===== config.mk =====
export PLATFORM = sky130hd
export DESIGN_NAME = csr_index_config_memory
export DESIGN_NICKNAME = d
export VERILOG_FILES = /design/src/hw/mem_resp_pkg.sv /design/src/hw/csr_cfg_pkg.sv /design/src/hw/fifo_if.sv /design/src/hw/sync_fifo.sv /design/src/hw/resp_filter.sv /design/src/hw/cfg_assembler.sv /design/src/hw/csr_index_config_memory.sv
export VERILOG_INCLUDE_DIRS = /design/src /design/src/hw
export SDC_FILE = /design/constraint.sdc
export NUM_CORES = 2
export LEC_CHECK = 0
export ABC_AREA = 1
export BUFFER_PORTS_ARGS = -buffer_cell sky130_fd_sc_hd__buf_2
export CAP_MARGIN = 20
export CORE_MARGIN = 2
export CORE_UTILIZATION = 50
export CTS_CLUSTER_SIZE = 28
export DETAILED_ROUTE_END_ITERATION = 6
export HOLD_SLACK_MARGIN = 0.08
export PLACE_DENSITY = 0.66
export SYNTH_ARGS = -nofsm -noshare
export SYNTH_HDL_FRONTEND = slang
export SYNTH_SLANG_ARGS = --single-unit

===== constraint.sdc =====
create_clock -name ap_clk -period 17.55 [get_ports ap_clk]
set_clock_uncertainty 0.1 [all_clocks]
set_input_delay 5.265 -clock ap_clk [delete_from_list [all_inputs] [get_ports ap_clk]]
set_output_delay 5.265 -clock ap_clk [all_outputs]
set_load 0.02 [all_outputs]

===== src/hw/csr_cfg_params.svh =====
// ----------------------------------------------------------
// Width, window and FIFO sizing macros for the CSR index
// configuration loader
// ----------------------------------------------------------
`ifndef csr_cfg_params_svh
`define csr_cfg_params_svh

// Data path widths
`define csr_word_w      32
`define csr_addr_w      64
`define csr_shift_w     5

// Words per configuration window
`define csr_seq_len     16

// FIFO sizing, shared by both queues
`define csr_fifo_depth  16
`define csr_prog_thresh 8

// Encoded field widths
`define csr_cmd_w       3
`define csr_buf_w       4

`endif


===== src/hw/mem_resp_pkg.sv =====
// ----------------------------------------------------------
// Memory response side types: buffer classes and the
// queued response word
// ----------------------------------------------------------
`include "csr_cfg_params.svh"

package mem_resp_pkg;

    // Buffer class carried with every read response
    typedef enum logic [`csr_buf_w-1:0] {
        buf_none         = `csr_buf_w'(0),
        buf_cu_setup     = `csr_buf_w'(1),
        buf_engine_setup = `csr_buf_w'(2),
        buf_index        = `csr_buf_w'(3),
        buf_edges        = `csr_buf_w'(4),
        buf_weights      = `csr_buf_w'(5),
        buf_aux          = `csr_buf_w'(6)
    } buffer_class_t;

    // ----------------------------------------------------------
    // Response FIFO entry
    // ----------------------------------------------------------
    // First marks the word whose sequence number equals the window base
    typedef struct packed {
        logic                   first;
        logic [`csr_word_w-1:0] data;
    } resp_word_t;

endpackage


===== src/hw/csr_cfg_pkg.sv =====
// ----------------------------------------------------------
// Assembled index configuration: command codes, the packed
// configuration record and the word position names
// ----------------------------------------------------------
`include "csr_cfg_params.svh"

package csr_cfg_pkg;

    // Memory command carried in word 5
    typedef enum logic [`csr_cmd_w-1:0] {
        cmd_invalid      = `csr_cmd_w'(0),
        cmd_mem_read     = `csr_cmd_w'(1),
        cmd_mem_write    = `csr_cmd_w'(2),
        cmd_stream_read  = `csr_cmd_w'(3),
        cmd_stream_write = `csr_cmd_w'(4)
    } cmd_t;

    // ----------------------------------------------------------
    // Configuration record
    // ----------------------------------------------------------
    typedef struct packed {
        logic                          increment;
        logic                          decrement;
        logic                          mode_sequence;
        logic                          mode_buffer;
        logic                          mode_break;
        logic [`csr_word_w-1:0]        index_start;
        logic [`csr_word_w-1:0]        index_end;
        logic [`csr_word_w-1:0]        stride;
        logic [`csr_shift_w-1:0]       granularity;
        logic                          direction;
        cmd_t                          cmd;
        mem_resp_pkg::buffer_class_t   buffer;
        logic [`csr_addr_w-1:0]        array_pointer;
        logic [`csr_word_w-1:0]        array_size;
    } csr_cfg_t;

    // Word positions inside one window, 10 and up fill nothing
    typedef enum logic [$clog2(`csr_seq_len)-1:0] {
        fld_mode        = 0,
        fld_index_start = 1,
        fld_index_end   = 2,
        fld_stride      = 3,
        fld_granularity = 4,
        fld_cmd_buffer  = 5,
        fld_reserved    = 6,
        fld_pointer_lo  = 7,
        fld_pointer_hi  = 8,
        fld_array_size  = 9
    } cfg_field_t;

endpackage


===== src/hw/fifo_if.sv =====
// ----------------------------------------------------------
// FIFO write and read bundle, typed by its payload
// ----------------------------------------------------------
`timescale 1ns/1ps

interface fifo_if #(
    parameter type data_t = logic
) ();

    // Write side
    logic  wr_en;
    data_t din;
    logic  full;
    logic  almost_full;

    // Read side, valid follows an honored rd_en by one cycle
    logic  rd_en;
    data_t dout;
    logic  valid;

    modport writer (
        output wr_en, din,
        input  full, almost_full
    );

    modport reader (
        output rd_en,
        input  dout, valid
    );

    modport fifo (
        input  wr_en, din, rd_en,
        output full, almost_full, dout, valid
    );

endinterface


===== src/hw/sync_fifo.sv =====
// ----------------------------------------------------------
// Synchronous FIFO with registered dout, one-cycle valid
// and registered full / almost-full flags
// ----------------------------------------------------------
`timescale 1ns/1ps
`include "csr_cfg_params.svh"

module sync_fifo #(
    parameter type data_t = logic,
    parameter int  depth  = `csr_fifo_depth
) (
    input logic ap_clk,
    input logic areset_csr_index_generator,
    fifo_if.fifo bus
);

    localparam int ptr_w = $clog2(depth);
    localparam int cnt_w = $clog2(depth + 1);

    data_t            mem [depth];
    logic [ptr_w-1:0] wr_ptr;
    logic [ptr_w-1:0] rd_ptr;
    logic [cnt_w-1:0] count;
    logic [cnt_w-1:0] count_nxt;
    logic             wr_ok;
    logic             rd_ok;

    // Writes while full are dropped, reads while empty ignored
    assign wr_ok     = bus.wr_en & ~bus.full;
    assign rd_ok     = bus.rd_en & (count != '0);
    assign count_nxt = count + cnt_w'(wr_ok) - cnt_w'(rd_ok);

    always_ff @(posedge ap_clk) begin
        if (areset_csr_index_generator) begin
            wr_ptr          <= '0;
            rd_ptr          <= '0;
            count           <= '0;
            bus.full        <= 1'b0;
            bus.almost_full <= 1'b0;
            bus.valid       <= 1'b0;
        end else begin
            if (wr_ok) begin
                wr_ptr <= (wr_ptr == ptr_w'(depth - 1)) ? '0 : wr_ptr + 1'b1;
            end
            if (rd_ok) begin
                rd_ptr <= (rd_ptr == ptr_w'(depth - 1)) ? '0 : rd_ptr + 1'b1;
            end
            count           <= count_nxt;
            bus.full        <= (count_nxt == cnt_w'(depth));
            bus.almost_full <= (count_nxt >= cnt_w'(`csr_prog_thresh));
            bus.valid       <= rd_ok;
        end
    end

    // Storage and read data
    always_ff @(posedge ap_clk) begin
        if (wr_ok) begin
            mem[wr_ptr] <= bus.din;
        end
        if (rd_ok) begin
            bus.dout <= mem[rd_ptr];
        end
    end

endmodule


===== src/hw/resp_filter.sv =====
// ----------------------------------------------------------
// Response filter: registers each memory response and pushes
// setup-class words whose sequence number is in the window
// ----------------------------------------------------------
`timescale 1ns/1ps
`include "csr_cfg_params.svh"

module resp_filter #(
    parameter int seq_base = 0
) (
    input logic                         ap_clk,
    input logic                         areset_csr_index_generator,
    input logic                         resp_valid,
    input mem_resp_pkg::buffer_class_t  resp_class,
    input logic [`csr_addr_w-1:0]       resp_offset,
    input logic [`csr_shift_w-1:0]      resp_shift,
    input logic [`csr_word_w-1:0]       resp_data,
    fifo_if.writer                      resp_fifo
);

    localparam logic [`csr_addr_w-1:0] seq_lo = `csr_addr_w'(seq_base);
    localparam logic [`csr_addr_w-1:0] seq_hi = `csr_addr_w'(seq_base + `csr_seq_len);

    logic                        valid_q;
    mem_resp_pkg::buffer_class_t class_q;
    logic [`csr_addr_w-1:0]      offset_q;
    logic [`csr_shift_w-1:0]     shift_q;
    logic [`csr_word_w-1:0]      data_q;
    logic [`csr_addr_w-1:0]      seq_num;
    logic                        is_setup;
    logic                        in_window;
    logic                        push_q;
    mem_resp_pkg::resp_word_t    word_q;

    // ----------------------------------------------------------
    // Stage 1: capture the response
    // ----------------------------------------------------------
    always_ff @(posedge ap_clk) begin
        if (areset_csr_index_generator) begin
            valid_q <= 1'b0;
        end else begin
            valid_q <= resp_valid;
        end
    end

    always_ff @(posedge ap_clk) begin
        class_q  <= resp_class;
        offset_q <= resp_offset;
        shift_q  <= resp_shift;
        data_q   <= resp_data;
    end

    // Word sequence number and acceptance tests
    assign seq_num   = offset_q >> shift_q;
    assign is_setup  = (class_q == mem_resp_pkg::buf_cu_setup) ||
                       (class_q == mem_resp_pkg::buf_engine_setup);
    assign in_window = (seq_num >= seq_lo) && (seq_num < seq_hi);

    // ----------------------------------------------------------
    // Stage 2: push accepted words
    // ----------------------------------------------------------
    always_ff @(posedge ap_clk) begin
        if (areset_csr_index_generator) begin
            push_q <= 1'b0;
        end else begin
            push_q <= valid_q & is_setup & in_window;
        end
    end

    always_ff @(posedge ap_clk) begin
        word_q.first <= (seq_num == seq_lo);
        word_q.data  <= data_q;
    end

    assign resp_fifo.wr_en = push_q;
    assign resp_fifo.din   = word_q;

endmodule


===== src/hw/cfg_assembler.sv =====
// ----------------------------------------------------------
// Configuration assembler: one-hot word sequencer, field
// decoder and the push of each completed configuration
// ----------------------------------------------------------
`timescale 1ns/1ps
`include "csr_cfg_params.svh"

module cfg_assembler (
    input logic    ap_clk,
    input logic    areset_csr_index_generator,
    fifo_if.reader resp_fifo,
    fifo_if.writer cfg_fifo
);

    localparam int seq_idx_w = $clog2(`csr_seq_len);

    logic [`csr_seq_len-1:0]  seq_q;
    logic                     emit_q;
    logic                     push_q;
    logic                     emit_pending;
    logic                     word_valid_q;
    mem_resp_pkg::resp_word_t word_q;
    logic [`csr_word_w-1:0]   d;
    csr_cfg_pkg::cfg_field_t  fld;
    csr_cfg_pkg::csr_cfg_t    cfg_q;

    // Position of the single set bit
    function automatic logic [seq_idx_w-1:0] onehot_index(
        input logic [`csr_seq_len-1:0] oh
    );
        logic [seq_idx_w-1:0] idx;
        idx = '0;
        for (int i = 0; i < `csr_seq_len; i++) begin
            if (oh[i]) begin
                idx = seq_idx_w'(i);
            end
        end
        return idx;
    endfunction

    // ----------------------------------------------------------
    // Pop control
    // ----------------------------------------------------------
    // Hold off from the moment the last word is in flight until emit ends,
    // so no word of the next window lands on a full sequencer
    assign emit_pending = (resp_fifo.valid & seq_q[`csr_seq_len-2]) |
                          seq_q[`csr_seq_len-1] | emit_q;

    // FIFO itself ignores rd_en while empty
    assign resp_fifo.rd_en = ~cfg_fifo.almost_full & ~emit_pending;

    // ----------------------------------------------------------
    // Sequencer and emit
    // ----------------------------------------------------------
    always_ff @(posedge ap_clk) begin
        if (areset_csr_index_generator) begin
            seq_q        <= '0;
            emit_q       <= 1'b0;
            push_q       <= 1'b0;
            word_valid_q <= 1'b0;
        end else begin
            emit_q       <= seq_q[`csr_seq_len-1] & ~emit_q;
            push_q       <= emit_q;
            word_valid_q <= resp_fifo.valid;
            if (emit_q) begin
                seq_q <= '0;
            end else if (resp_fifo.valid) begin
                // Only a first-flag word opens a window
                if (resp_fifo.dout.first && (seq_q == '0)) begin
                    seq_q <= `csr_seq_len'(1);
                end else begin
                    seq_q <= seq_q << 1;
                end
            end
        end
    end

    // Delayed word, decoded against the updated sequencer
    always_ff @(posedge ap_clk) begin
        word_q <= resp_fifo.dout;
    end

    assign d   = word_q.data;
    assign fld = csr_cfg_pkg::cfg_field_t'(onehot_index(seq_q));

    // ----------------------------------------------------------
    // Field decoder
    // ----------------------------------------------------------
    always_ff @(posedge ap_clk) begin
        if (areset_csr_index_generator) begin
            cfg_q <= '0;
        end else if (word_valid_q && (seq_q != '0)) begin
            case (fld)
                csr_cfg_pkg::fld_mode: begin
                    cfg_q.increment     <= d[0];
                    cfg_q.decrement     <= d[1];
                    cfg_q.mode_sequence <= d[2];
                    cfg_q.mode_buffer   <= d[3];
                    cfg_q.mode_break    <= d[4];
                end
                csr_cfg_pkg::fld_index_start: cfg_q.index_start <= d;
                csr_cfg_pkg::fld_index_end:   cfg_q.index_end   <= d;
                csr_cfg_pkg::fld_stride:      cfg_q.stride      <= d;
                csr_cfg_pkg::fld_granularity: begin
                    cfg_q.granularity <= d[`csr_shift_w-1:0];
                    cfg_q.direction   <= d[`csr_word_w-1];
                end
                csr_cfg_pkg::fld_cmd_buffer: begin
                    cfg_q.cmd    <= csr_cfg_pkg::cmd_t'(d[`csr_cmd_w-1:0]);
                    cfg_q.buffer <= mem_resp_pkg::buffer_class_t'(d[`csr_cmd_w +: `csr_buf_w]);
                end
                csr_cfg_pkg::fld_pointer_lo: cfg_q.array_pointer[`csr_word_w-1:0] <= d;
                csr_cfg_pkg::fld_pointer_hi: begin
                    cfg_q.array_pointer[`csr_addr_w-1:`csr_word_w] <= d;
                end
                csr_cfg_pkg::fld_array_size: cfg_q.array_size <= d;
                // Word 6 and words 10 to 15 are consumed only
                default: begin
                end
            endcase
        end
    end

    assign cfg_fifo.wr_en = push_q;
    assign cfg_fifo.din   = cfg_q;

endmodule


===== src/hw/csr_index_config_memory.sv =====
// ----------------------------------------------------------
// CSR index configuration loader top: response filter,
// response and configuration FIFOs, assembler, output stage
// ----------------------------------------------------------
`timescale 1ns/1ps
`include "csr_cfg_params.svh"

module csr_index_config_memory #(
    parameter int seq_base = 0
) (
    input  logic                         ap_clk,
    input  logic                         areset_csr_index_generator,
    input  logic                         resp_valid,
    input  mem_resp_pkg::buffer_class_t  resp_class,
    input  logic [`csr_addr_w-1:0]       resp_offset,
    input  logic [`csr_shift_w-1:0]      resp_shift,
    input  logic [`csr_word_w-1:0]       resp_data,
    input  logic                         cfg_rd_en,
    output logic                         cfg_valid,
    output csr_cfg_pkg::csr_cfg_t        cfg_out
);

    logic cfg_rd_en_q;

    fifo_if #(.data_t(mem_resp_pkg::resp_word_t)) resp_fifo_bus ();
    fifo_if #(.data_t(csr_cfg_pkg::csr_cfg_t))    cfg_fifo_bus  ();

    // ----------------------------------------------------------
    // Response path
    // ----------------------------------------------------------
    resp_filter #(
        .seq_base(seq_base)
    ) i_resp_filter (
        .ap_clk                    (ap_clk),
        .areset_csr_index_generator(areset_csr_index_generator),
        .resp_valid                (resp_valid),
        .resp_class                (resp_class),
        .resp_offset               (resp_offset),
        .resp_shift                (resp_shift),
        .resp_data                 (resp_data),
        .resp_fifo                 (resp_fifo_bus.writer)
    );

    sync_fifo #(
        .data_t(mem_resp_pkg::resp_word_t),
        .depth (`csr_fifo_depth)
    ) i_resp_fifo (
        .ap_clk                    (ap_clk),
        .areset_csr_index_generator(areset_csr_index_generator),
        .bus                       (resp_fifo_bus.fifo)
    );

    cfg_assembler i_cfg_assembler (
        .ap_clk                    (ap_clk),
        .areset_csr_index_generator(areset_csr_index_generator),
        .resp_fifo                 (resp_fifo_bus.reader),
        .cfg_fifo                  (cfg_fifo_bus.writer)
    );

    sync_fifo #(
        .data_t(csr_cfg_pkg::csr_cfg_t),
        .depth (`csr_fifo_depth)
    ) i_cfg_fifo (
        .ap_clk                    (ap_clk),
        .areset_csr_index_generator(areset_csr_index_generator),
        .bus                       (cfg_fifo_bus.fifo)
    );

    // ----------------------------------------------------------
    // Consumer side
    // ----------------------------------------------------------
    // Level read enable, registered before it reaches the FIFO
    always_ff @(posedge ap_clk) begin
        if (areset_csr_index_generator) begin
            cfg_rd_en_q <= 1'b0;
            cfg_valid   <= 1'b0;
        end else begin
            cfg_rd_en_q <= cfg_rd_en;
            cfg_valid   <= cfg_fifo_bus.valid;
        end
    end

    // Empty FIFO drops the pop internally
    assign cfg_fifo_bus.rd_en = cfg_rd_en_q;

    always_ff @(posedge ap_clk) begin
        cfg_out <= cfg_fifo_bus.dout;
    end

endmodule


==> impl_metrics.yaml <==
run_status:
  status: "finished, final reports clean"
clocking:
  cts_setup_buffers: 0
  cts.htree.levels: 5
  cts.sinks: 4775
  cts_resized: 0
  clkLatencyLatePin_ns: 1.01
  cts_buffers: 463
  cts.reportedPaths.clkPinSlew_ns: 0.06
  postCtsHoldBufs: 0
  clockBufferDepth: 4
  cts.root.buffer_cell: "clkbuf_16"
  cts_tree: "done"
critical_path:
  crit_path_end_kind: "output pin"
  cp.required_ns: 12.18
  critPathSlowestCell: "dfxtp_1"
  path_delay_family: "flip-flops"
  arrival_ns: 1.75
  crit_buf_inv: 1
  cp-start-kind: "register"
  critPathMaxFanout: 1
  critPathKind: "register to output pin"
  crit_chain: "buf_2"
  cp_slowest_stage_delay_ns: 0.52
floorplan:
  num_rows: 219
  initial_core_util_pct: 50.2
  core_um2: 356000
  io_pins: 320
  dieArea_um2: 362000
  die_h_um: 602
  chipWidth_um: 602
placed_design:
  dpl.cell_count: 17400
  post-place-ws_ns: 9.93
  portBuffers: 319
  gp_congestion: 0.806
  dp_hpwl_um: 227000
finish:
  drive_above_1_share_pct: 9.72
  seqCellArea_um2: 137000
  area_growth_pct: 12.3
  layout.nets: 13300
  multi_input_area_um2: 37400
  instances_no_fill: 18300
  nFillCells: 27300
  fin_util_pct: 56.4
power:
  power.density_nw_per_um2: 130
  fin_total_pwr_mw: 26.2
  leakage_nw: 68.6
  vdd_drop_max_uv: 96.8
worst_hold_path:
  hold_path_class: "register to register"
sta:
  worst_slew_pin_slew_ns: 1.50
  setup-violations-final: 0
  fin_crit_sh_pct: 40.5
  finalMaxSlewViolations: 0
  rsz0062_at_grt: "false"
  final.setup.worst_slack_ns: 10.43
  hold_viol_final: 0
  fin_crit_ns: 7.12
  relSlewSlack_pct: 0.0440
  timing.setup.tns_ns: 0
  fmax_mhz: 141
global_routing:
  grt_pass1_vias: 106000
  grt-ovfl-total: 0
  grt_start_max_net_pins: 278
  antenna_found_initial: 27
  grt_usage_pct: 25.0
  grt_pass1_wl_um: 678000
route:
  vias: 109000
  wl_per_cell_um: 25.3
  routed_wirelength_um: 463000
  drcViolationCount: 0
  ant_nets: 0
  vias_per_cell: 5.94
  first_pass_iters: 7
  dr.first_iter.drc_count: 12900
synthesis:
  synth_cell_type_count: 41
  synthCells: 13000
  avgSynthCellArea_um2: 13.7
  synthTopCellsByArea: "edfxtp_1, dfxtp_1, nor2_1"
  syn_area_um2: 179000
  synth_top_cell_by_area: "edfxtp_1"
  ys_warn_count: 0
  syn-num-nets: 13100
  synth.top_cell.area_share_pct: 69.4
  yosys_register_bits: 4775
  ys_seq_area_share_pct: 76.6
job:
  maxCapViolCount: 0
[synth_stat cells]
cell,count
a21oi_1,173
a31oi_4,1
and2_0,1
and2_1,7
buf_1,88
buf_2,177
buf_4,7
buf_6,7
clkbuf_1,586
clkbuf_2,2
clkinv_1,3
dfxtp_1,644
edfxtp_1,4131
fa_1,2
ha_1,22
inv_1,278
inv_2,12
mux2i_1,395
nand2_1,1124
nand2_2,4
nand2_4,1
nand3_1,609
nand3_2,3
nand3b_1,2
nand4_1,14
nand4_2,1
nor2_1,2481
nor2b_1,1
nor3_1,6
nor3b_1,3
o211ai_1,119
o21a_1,7
o21ai_0,1075
o21ai_1,25
o221ai_1,395
o32ai_1,577
or2_0,6
or2_1,2
or2_2,3
xnor2_1,1
xor2_1,9
[flip-flops by register name, indices dropped and copies added, names as in the netlist, 5 cells and up]
name and flops:
i_cfg_fifo.count 5, i_resp_filter.data_q 32, i_cfg_fifo.bus.dout 210, cfg_out 210
i_resp_filter.offset_q 64, i_resp_fifo.count 5, i_resp_filter.resp_fifo.din 33, i_cfg_assembler.d 32
i_resp_filter.shift_q 5, i_cfg_assembler.cfg_fifo.din 210, i_resp_fifo.mem 528, i_cfg_fifo.mem 3360
i_resp_fifo.bus.dout 33, i_cfg_assembler.seq_q 16
[final cells by class]
cell class	instances	area share, %
sequential	4775	68.3
antenna	46	0.0574
clock inverter	207	1.05
multi-input combinational	7069	18.6
inverter	293	0.568
timing repair buffer	515	1.78
clock buffer	671	6.68
tap	4751	2.96
[per-stage QoR]
stage	cell area, um^2	hold slack [ns]
floorplan	179000	0.210
global placement	185000	0.214
detailed placement	185000	0.213
CTS	200000	0.215
global route	201000	0.215
finish	201000	0.209
[per-layer routing]
layer	vias to the layer above	global-route usage [%]	share of wire [%]
met1	54600	32.6	39
met5	-	0	0.011
met4	8	10.4	4.0
li1	48500	-	-
met2	4951	41.6	49
met3	859	4.22	8.6
[power by group]
| group | switching (mW) | leakage (nW) | internal [mW] | total, mW |
|---|---|---|---|---|
| sequential | 0.382 | 44.8 | 12.5 | 12.9 |
| clock | 4.20 | 7.64 | 5.77 | 9.97 |
| combinational | 2.31 | 16.1 | 0.958 | 3.26 |
[placed cells by master, fill, tap and decap left out, types with 46 or more instances in the layout]
cell type	count
o221ai_1	395
o21ai_0	1075
diode_2	46
nand2_1	1124
buf_2	318
edfxtp_1	4131
o211ai_1	119
nor2_1	2446
mux2i_1	395
a21oi_1	173
clkinv_1	51
o32ai_1	577
nand3_1	609
buf_4	163
clkbuf_8	83
dfxtp_1	623
clkinv_2	86
clkbuf_1	114
clkbuf_16	472
inv_1	276
[cells by family (layout without fill, tap and decap cells)]
family | after synthesis | in the layout | share of synthesized area, %
mux | 395 | 395 | 2.21
flops | 4775 | 4775 | 76.6
other cells | 0 | 46 | 0
xor+xnor | 10 | 10 | 0.0490
simple gates | 4268 | 4268 | 9.48
compound gates | 2372 | 2372 | 8.87
fa+ha+maj | 24 | 24 | 0.176
buf+inv | 1160 | 1686 | 2.61
[path summary, 6_finish.rpt]
kind	startpoint	cells past startpoint	slack, ns	endpoint
worst max-delay path	cfg_valid	1	10.43	cfg_valid
worst min-delay path	i_cfg_fifo.bus.dout[89]	0	0.21	cfg_out[89]
worst max register to register	i_cfg_fifo.rd_ptr[0]	9	11.85	i_cfg_fifo.bus.dout[86]
worst min register to register	i_cfg_fifo.bus.dout[89]	0	0.21	cfg_out[89]
Note: power is estimated with default switching activity, not from simulation.
